`src/rtl/bios_loader_pkg.sv`:
```
package bios_loader_pkg;

    ////////////////////////////////////////////////////////////////////////////
    // bus and stream widths
    ////////////////////////////////////////////////////////////////////////////

    localparam int MEM_ADDR_WIDTH   = 20;
    localparam int IOCTL_ADDR_WIDTH = 25;
    localparam int INDEX_WIDTH      = 8;
    localparam int DATA_WIDTH       = 8;
    localparam int TIMER_WIDTH      = 6;

    // size of the address window inside each image
    localparam int SYSTEM_BIOS_ADDR_BITS = 16;
    localparam int XTIDE_ADDR_BITS       = 14;

    ////////////////////////////////////////////////////////////////////////////
    // write timing, in clk_chipset cycles
    ////////////////////////////////////////////////////////////////////////////

    // low time of the memory write strobe
    localparam logic [TIMER_WIDTH-1:0] WRITE_PULSE_CYCLES = 6'd20;
    // timer count where recovery ends and the next byte may come
    localparam logic [TIMER_WIDTH-1:0] WRITE_CYCLE_CYCLES = 6'd40;

    ////////////////////////////////////////////////////////////////////////////
    // image selection and memory map
    ////////////////////////////////////////////////////////////////////////////

    // indexes below the tandy one select the pc xt image
    localparam logic [INDEX_WIDTH-1:0] INDEX_TANDY = 8'd2;
    localparam logic [INDEX_WIDTH-1:0] INDEX_XTIDE = 8'd3;

    // top 64 KiB of the 1 MiB space
    localparam logic [MEM_ADDR_WIDTH-1:0] SYSTEM_BIOS_BASE = 20'hF0000;
    // 16 KiB option rom window
    localparam logic [MEM_ADDR_WIDTH-1:0] XTIDE_BASE = 20'hEC000;

    // values the bus sees between writes
    localparam logic [MEM_ADDR_WIDTH-1:0] IDLE_ADDRESS = 20'hFFFFF;
    localparam logic [DATA_WIDTH-1:0]     IDLE_DATA    = 8'hFF;

    // loader sequence
    typedef enum logic [1:0]
    {
        IDLE        = 2'd0,
        WAIT_BYTE   = 2'd1,
        WRITE_PULSE = 2'd2,
        RECOVER     = 2'd3
    } load_state_t;

endpackage

```
`src/rtl/bios_load_fsm.sv`:
```
module bios_load_fsm
(
    input  logic clk_chipset,
    input  logic reset,
    input  logic ioctl_download,
    input  logic ioctl_wr,
    input  logic bus_grant,
    input  logic sdram_ready,
    input  logic load_valid,
    input  logic pulse_done,
    input  logic cycle_done,
    output logic capture,
    output logic timer_clear,
    output logic write_active,
    output logic ioctl_wait,
    output logic mem_access_request,
    output logic bios_protect_flag
);

    bios_loader_pkg::load_state_t load_state;

    // a byte is taken only when it maps into one of the images
    assign capture = (load_state == bios_loader_pkg::WAIT_BYTE) && ioctl_download
                     && ioctl_wr && load_valid;

    // timer restarts in every state outside the write cycle
    assign timer_clear = (load_state == bios_loader_pkg::IDLE)
                         || (load_state == bios_loader_pkg::WAIT_BYTE);

    assign write_active = (load_state == bios_loader_pkg::WRITE_PULSE);

    ////////////////////////////////////////////////////////////////////////////
    // state and handshake registers
    ////////////////////////////////////////////////////////////////////////////

    always_ff @(posedge clk_chipset, posedge reset)
    begin
        if (reset)
        begin
            load_state         <= bios_loader_pkg::IDLE;
            ioctl_wait         <= 1'b1;
            mem_access_request <= 1'b0;
            bios_protect_flag  <= 1'b1;
        end
        else
        begin
            case (load_state)
                bios_loader_pkg::IDLE:
                begin
                    bios_protect_flag <= 1'b1;
                    if (~sdram_ready)
                    begin
                        // memory not up yet, hold the downloader off
                        ioctl_wait         <= 1'b1;
                        mem_access_request <= 1'b0;
                    end
                    else if (~ioctl_download)
                    begin
                        ioctl_wait         <= 1'b0;
                        mem_access_request <= 1'b0;
                    end
                    else
                    begin
                        mem_access_request <= 1'b1;
                        if (bus_grant)
                        begin
                            bios_protect_flag <= 1'b0;
                            ioctl_wait        <= 1'b0;
                            load_state        <= bios_loader_pkg::WAIT_BYTE;
                        end
                        else
                            ioctl_wait <= 1'b1;
                    end
                end
                bios_loader_pkg::WAIT_BYTE:
                begin
                    if (~ioctl_download)
                    begin
                        // image complete, give the bus back
                        bios_protect_flag  <= 1'b1;
                        mem_access_request <= 1'b0;
                        ioctl_wait         <= 1'b0;
                        load_state         <= bios_loader_pkg::IDLE;
                    end
                    else if (capture)
                    begin
                        ioctl_wait <= 1'b1;
                        load_state <= bios_loader_pkg::WRITE_PULSE;
                    end
                    else
                        ioctl_wait <= 1'b0;
                end
                bios_loader_pkg::WRITE_PULSE:
                begin
                    ioctl_wait <= 1'b1;
                    if (pulse_done)
                        load_state <= bios_loader_pkg::RECOVER;
                end
                bios_loader_pkg::RECOVER:
                begin
                    if (cycle_done)
                    begin
                        ioctl_wait <= 1'b0;
                        load_state <= bios_loader_pkg::WAIT_BYTE;
                    end
                    else
                        ioctl_wait <= 1'b1;
                end
                default:
                    load_state <= bios_loader_pkg::IDLE;
            endcase
        end
    end

endmodule

```
`src/rtl/bios_write_timer.sv`:
```
module bios_write_timer
(
    input  logic clk_chipset,
    input  logic reset,
    input  logic timer_clear,
    output logic pulse_done,
    output logic cycle_done
);

    logic [bios_loader_pkg::TIMER_WIDTH-1:0] count;

    // the capture cycle counts as the first tick of the write
    localparam logic [bios_loader_pkg::TIMER_WIDTH-1:0] START_COUNT =
        {{(bios_loader_pkg::TIMER_WIDTH-1){1'b0}}, 1'b1};

    always_ff @(posedge clk_chipset, posedge reset)
    begin
        if (reset)
            count <= '0;
        else if (timer_clear)
            count <= START_COUNT;
        else if (count != bios_loader_pkg::WRITE_CYCLE_CYCLES)
            count <= count + 1'b1;
    end

    // last cycle of the strobe
    assign pulse_done = (count == bios_loader_pkg::WRITE_PULSE_CYCLES);

    // last cycle of recovery, counter parks here
    assign cycle_done = (count == bios_loader_pkg::WRITE_CYCLE_CYCLES);

endmodule

```
`src/rtl/bios_image_decoder.sv`:
```
module bios_image_decoder
(
    input  logic                                         clk_chipset,
    input  logic                                         reset,
    input  logic [bios_loader_pkg::INDEX_WIDTH-1:0]      ioctl_index,
    input  logic [bios_loader_pkg::IOCTL_ADDR_WIDTH-1:0] ioctl_addr,
    input  logic [bios_loader_pkg::DATA_WIDTH-1:0]       ioctl_data,
    input  logic                                         capture,
    input  logic                                         write_active,
    output logic                                         load_valid,
    output logic [bios_loader_pkg::MEM_ADDR_WIDTH-1:0]   mem_address,
    output logic [bios_loader_pkg::DATA_WIDTH-1:0]       mem_data,
    output logic                                         tandy_bios_write
);

    localparam int SYS_BITS   = bios_loader_pkg::SYSTEM_BIOS_ADDR_BITS;
    localparam int XTIDE_BITS = bios_loader_pkg::XTIDE_ADDR_BITS;
    localparam int MEM_W      = bios_loader_pkg::MEM_ADDR_WIDTH;
    localparam int IOCTL_W    = bios_loader_pkg::IOCTL_ADDR_WIDTH;

    logic                                       in_system_window;
    logic                                       select_pcxt;
    logic                                       select_tandy;
    logic                                       select_xtide;
    logic [MEM_W-1:0]                           system_offset;
    logic [MEM_W-1:0]                           xtide_offset;
    logic [MEM_W-1:0]                           mapped_address;
    logic [MEM_W-1:0]                           address_hold;
    logic [bios_loader_pkg::DATA_WIDTH-1:0]     data_hold;
    logic                                       tandy_hold;

    ////////////////////////////////////////////////////////////////////////////
    // image select
    ////////////////////////////////////////////////////////////////////////////

    // system images must fit in 64 KiB
    assign in_system_window = (ioctl_addr[IOCTL_W-1:SYS_BITS] == '0);

    assign select_pcxt  = (ioctl_index < bios_loader_pkg::INDEX_TANDY) && in_system_window;
    assign select_tandy = (ioctl_index == bios_loader_pkg::INDEX_TANDY) && in_system_window;
    // option rom wraps inside its window
    assign select_xtide = (ioctl_index == bios_loader_pkg::INDEX_XTIDE);

    assign load_valid = select_pcxt | select_tandy | select_xtide;

    // base addresses have zero low bits, so the offset is or'ed in
    assign system_offset = {{(MEM_W-SYS_BITS){1'b0}}, ioctl_addr[SYS_BITS-1:0]};
    assign xtide_offset  = {{(MEM_W-XTIDE_BITS){1'b0}}, ioctl_addr[XTIDE_BITS-1:0]};

    assign mapped_address = select_xtide ? (bios_loader_pkg::XTIDE_BASE | xtide_offset)
                                         : (bios_loader_pkg::SYSTEM_BIOS_BASE | system_offset);

    ////////////////////////////////////////////////////////////////////////////
    // captured write
    ////////////////////////////////////////////////////////////////////////////

    always_ff @(posedge clk_chipset)
    begin
        if (capture)
        begin
            address_hold <= mapped_address;
            data_hold    <= ioctl_data;
        end
    end

    always_ff @(posedge clk_chipset, posedge reset)
    begin
        if (reset)
            tandy_hold <= 1'b0;
        else if (capture)
            tandy_hold <= select_tandy;
    end

    // bus shows idle values outside the strobe
    assign mem_address      = write_active ? address_hold : bios_loader_pkg::IDLE_ADDRESS;
    assign mem_data         = write_active ? data_hold : bios_loader_pkg::IDLE_DATA;
    assign tandy_bios_write = write_active & tandy_hold;

endmodule

```
`src/rtl/bios_loader_top.sv`:
```
module bios_loader_top
(
    input  logic                                         clk_chipset,
    input  logic                                         reset,
    input  logic                                         ioctl_download,
    input  logic [bios_loader_pkg::INDEX_WIDTH-1:0]      ioctl_index,
    input  logic [bios_loader_pkg::IOCTL_ADDR_WIDTH-1:0] ioctl_addr,
    input  logic [bios_loader_pkg::DATA_WIDTH-1:0]       ioctl_data,
    input  logic                                         ioctl_wr,
    input  logic                                         bus_grant,
    input  logic                                         sdram_ready,
    output logic                                         ioctl_wait,
    output logic                                         mem_access_request,
    output logic [bios_loader_pkg::MEM_ADDR_WIDTH-1:0]   mem_address,
    output logic [bios_loader_pkg::DATA_WIDTH-1:0]       mem_data,
    output logic                                         mem_write_n,
    output logic                                         bios_protect_flag,
    output logic                                         tandy_bios_write
);

    logic load_valid;
    logic capture;
    logic timer_clear;
    logic write_active;
    logic pulse_done;
    logic cycle_done;

    // strobe is low for the whole pulse state
    assign mem_write_n = ~write_active;

    bios_load_fsm u_bios_load_fsm
    (
        .clk_chipset        (clk_chipset),
        .reset              (reset),
        .ioctl_download     (ioctl_download),
        .ioctl_wr           (ioctl_wr),
        .bus_grant          (bus_grant),
        .sdram_ready        (sdram_ready),
        .load_valid         (load_valid),
        .pulse_done         (pulse_done),
        .cycle_done         (cycle_done),
        .capture            (capture),
        .timer_clear        (timer_clear),
        .write_active       (write_active),
        .ioctl_wait         (ioctl_wait),
        .mem_access_request (mem_access_request),
        .bios_protect_flag  (bios_protect_flag)
    );

    bios_write_timer u_bios_write_timer
    (
        .clk_chipset (clk_chipset),
        .reset       (reset),
        .timer_clear (timer_clear),
        .pulse_done  (pulse_done),
        .cycle_done  (cycle_done)
    );

    bios_image_decoder u_bios_image_decoder
    (
        .clk_chipset      (clk_chipset),
        .reset            (reset),
        .ioctl_index      (ioctl_index),
        .ioctl_addr       (ioctl_addr),
        .ioctl_data       (ioctl_data),
        .capture          (capture),
        .write_active     (write_active),
        .load_valid       (load_valid),
        .mem_address      (mem_address),
        .mem_data         (mem_data),
        .tandy_bios_write (tandy_bios_write)
    );

endmodule

```
`config.mk`:
```
export PLATFORM = sky130hd
export DESIGN_NAME = bios_loader_top
export DESIGN_NICKNAME = d
export VERILOG_FILES = /design/src/rtl/bios_loader_pkg.sv /design/src/rtl/bios_load_fsm.sv /design/src/rtl/bios_write_timer.sv /design/src/rtl/bios_image_decoder.sv /design/src/rtl/bios_loader_top.sv
export SDC_FILE = /design/constraint.sdc
export NUM_CORES = 1
export LEC_CHECK = 0
export ABC_AREA = 1
export BUFFER_PORTS_ARGS = -buffer_cell sky130_fd_sc_hd__clkbuf_2
export CAP_MARGIN = 20
export CORE_MARGIN = 4
export CORE_UTILIZATION = 47
export DETAILED_ROUTE_END_ITERATION = 8
export PLACE_DENSITY = 0.87
export REMOVE_ABC_BUFFERS = 1
export SYNTH_ARGS = -nofsm -noshare
export SYNTH_HDL_FRONTEND = slang
export SYNTH_SLANG_ARGS = --single-unit
```
`constraint.sdc`:
```
create_clock -name clk_chipset -period 2.4 [get_ports clk_chipset]
set_input_delay 0.12 -clock clk_chipset [delete_from_list [all_inputs] [get_ports clk_chipset]]
set_output_delay 0.12 -clock clk_chipset [all_outputs]
set_load 0.01 [all_outputs]
```
==> metrics.cfg <==
[outcome]
status = finished, final reports clean

[sta]
fin_tns_setup_ns = 0
timing.fmax_mhz = 536
setup_viol = 0
min_period_ns = 1.86
rsz0062_at_grt = no
hold_viol = 0
post-route-period-util = 0.777
fin_worst_skew_ns = 0.00530
holdWs_ns = 0.00783
slew_viol_final = 0

[synth]
yosys_warnings = 0
yosys.area_share.adder = 0.0485
synthXorXnorAreaFrac = 0.0146
synth_compound_area_frac = 0.0416
synth_cell_type_count = 29
synth.cell_area_um2 = 1800
synth_top_family_by_area = simple AND/OR/NAND/NOR gates
avgSynthCellArea_um2 = 10.4
synthMuxAreaShare = 0.00624
synth_top_area_frac = 0.416
yosys-top-cells-area = edfxtp_1 (42%), dfrtp_1 (14%), or2_2 (8.7%)
ys_ff_latch = 37
netlist_instances = 173
yosysTopAreaCell = edfxtp_1
ys_seq_area_frac = 0.584
synthSimpleGateAreaFrac = 0.236

[layout]
nets = 317
fin_util = 0.667
drive_above_1_share = 0.462
fillers = 266
diodes = 0
regArea_um2 = 1050
syn_to_final_growth_pct = 36.4
multi_input_area_um2 = 638

[worst_setup_path]
rr_startpoint = u_bios_load_fsm.load_state[1]$_DFFE_PP0P_
critPathMaxFanout = 26
max_stage_delay_ns = 0.43
required_ns = 2.28
worstSetupPathType = register to primary output
startpoint = u_bios_load_fsm.load_state[0]$_DFFE_PP0P_
slowest_stage = dfrtp_1
crit_chain = inv_1 -> ha_1 -> inv_1 -> buf_4 -> or2_2 -> clkbuf_2
worstSetupStartpointType = register
worstPathArrival_ns = 1.74
cp-end-kind = primary output
cp.buffers_inverters = 4
critPathTopFamily = buffers and inverters
path_common_cell = inv_1

[placed_design]
portBuffers = 76
gp_congestion = 0.790
dp_hpwl_mm = 2.96

[route]
ant_nets = 0
route.detailed.drc = 0
routed_via_density = 4.70
routed_wl_mm = 4.01
drt_first_pass_iters = 4
vias = 1466
drtIter0Drc = 84
post_drt_wl_per_cell_um = 12.9

[clock_tree]
clk_path_buf_depth = 2
clk_pin_slew_worst_paths_ns = 0.08
cts_tree = yes
ctsResizeCount = 0
root_buffer = clkbuf_8
clock-sinks = 37
htreeDepth = 2
clock_latency_ns = 0.29
cts_buffers = 5

[power]
pwr-share-comb = 0.260
power_density_nw_per_um2 = 790
p_clk_frac = 0.333
swShare = 0.288
p_sw_w = 0.000560
pwr-share-seq = 0.407
ir_drop_mv = 0.346
internal_power_w = 0.00138
leakage_nw = 1.15

[floorplan]
start_util = 0.489
die_height_um = 70.0
rows = 22
dieWidth_um = 70.0
core-area_um2 = 3690
num_io_pins = 80
dieArea_um2 = 4890

[flow_run]
cap_violations = 0

[grt]
grt_max_degree = 27
grt_pass1_wl_mm = 6.45
grt_pass1_vias = 1459
antenna_found_initial = 0
grt_util_all_layers = 0.168
grt_overflow = 0

[worst_hold_path]
hp-start = ioctl_data[6]
hold_class = primary input to register

power groups by stage:
stage,Sequential [W],Clock (W),Combinational (W)
after global routing,0.000798,0.000692,0.000580
final,0.000792,0.000647,0.000507
after CTS,0.000791,0.000659,0.000506
after global placement,0.000800,0,0.000478
after detailed placement,0.000804,0,0.000492
after floorplan,0.000807,0,0.000316
kinds of logic after synthesis:
group / count (synthesis)
AO/OA/AOI/OAI: 13
XOR/XNOR: 3
adder cells (fa/ha/maj): 7
buffers and inverters: 29
flip-flops: 37
multiplexers: 1
other: 1
AND/OR/NAND/NOR: 82
Yosys cell counts:
master / number
mux2_2: 1
conb_1: 1
clkbuf_1: 3
a21boi_0: 1
nand2_4: 2
xnor2_1: 1
nand2_1: 19
o41ai_1: 1
or2_4: 1
nor3_1: 2
nand3_1: 8
a21oi_1: 3
o21ai_1: 1
edfxtp_1: 25
nor2_1: 19
nand2_2: 2
o21ai_0: 6
nand3_2: 1
ha_1: 7
a41oi_1: 1
inv_1: 23
and3_1: 1
xor2_1: 2
dfrtp_1: 10
nor2_2: 1
or2_2: 25
buf_4: 3
nor2_4: 1
dfstp_2: 2
layout make-up:
class,count,share of cell area
tap,48,0.0244
timing repair buffer,87,0.197
clock buffer,5,0.0280
inverter,23,0.0351
multi-input combinational,109,0.259
clock inverter,3,0.0280
sequential,37,0.428
sequential cells by signal, indices dropped and copies added, names as in the netlist:
| register | flops |
|---|---|
| u_bios_write_timer.count | 6 |
| u_bios_load_fsm.mem_access_request | 1 |
| u_bios_image_decoder.data_hold | 8 |
| u_bios_load_fsm.load_state | 2 |
| u_bios_image_decoder.address_hold | 17 |
| u_bios_image_decoder.tandy_hold | 1 |
| u_bios_load_fsm.ioctl_wait | 1 |
| u_bios_load_fsm.bios_protect_flag | 1 |
path summary, 6_finish.rpt:
kind	slack, ns	to	cells past startpoint
max reg2reg	0.64	u_bios_image_decoder.address_hold[11]$_DFFE_PP_	7
min	0.008	u_bios_image_decoder.data_hold[6]$_DFFE_PP_	1
min reg2reg	0.51	u_bios_image_decoder.tandy_hold$_DFFE_PP0P_	2
max	0.54	mem_data[4]	6
min in group asynchronous	0.40	u_bios_write_timer.count[1]$_DFFE_PP0P_	3
max in group asynchronous	1.66	u_bios_load_fsm.bios_protect_flag$_DFFE_PP1P_	3
stage by stage:
stage | worst slack [ns] | power [W] | std cells | area (um^2)
after global routing | 0.424 | 0.00207 | 312 | 2460
after floorplan | 0.523 | 0.00112 | 169 | 1780
after global placement | 0.701 | 0.00128 | 295 | 2230
after CTS | 0.514 | 0.00196 | 307 | 2410
final | 0.535 | 0.00195 | 312 | 2460
after detailed placement | 0.634 | 0.00130 | 295 | 2230
worst register-to-register path, stage by stage, from the launching register on:
cell     delay, ns
dfrtp_1       0.41
inv_1         0.12
ha_1          0.20
nand2_1       0.09
nor2_1        0.17
nand2_4       0.09
inv_1         0.06
buf_4         0.28
layout by cell type (no fill, tap or decap), drive strengths merged:
cell / count
conb: 3
dfstp: 2
dlygate4sd3: 9
o21ai: 7
nand2: 23
or2: 26
nor3: 2
dfrtp: 10
and3: 1
xnor2: 1
a21boi: 1
ha: 7
nor2: 21
clkbuf: 81
xor2: 2
bufinv: 2
edfxtp: 25
inv: 24
o41ai: 1
a41oi: 1
buf: 2
a21oi: 3
mux2: 1
nand3: 9
layer usage:
metal,GRT usage,vias to the layer above,routed length [um]
met4,0.0596,0,71
met2,0.307,58,2100
met5,0,-,0
li1,-,726,-
met3,0.0446,7,271
met1,0.185,675,1570
what timing repair did:
action,in CTS,in global routing
hold buffers,4,5
endpoints found under the setup margin,0,0
setup buffers,0,0
endpoints found under the hold margin,13,5
Note: power is estimated with default switching activity, not from simulation.
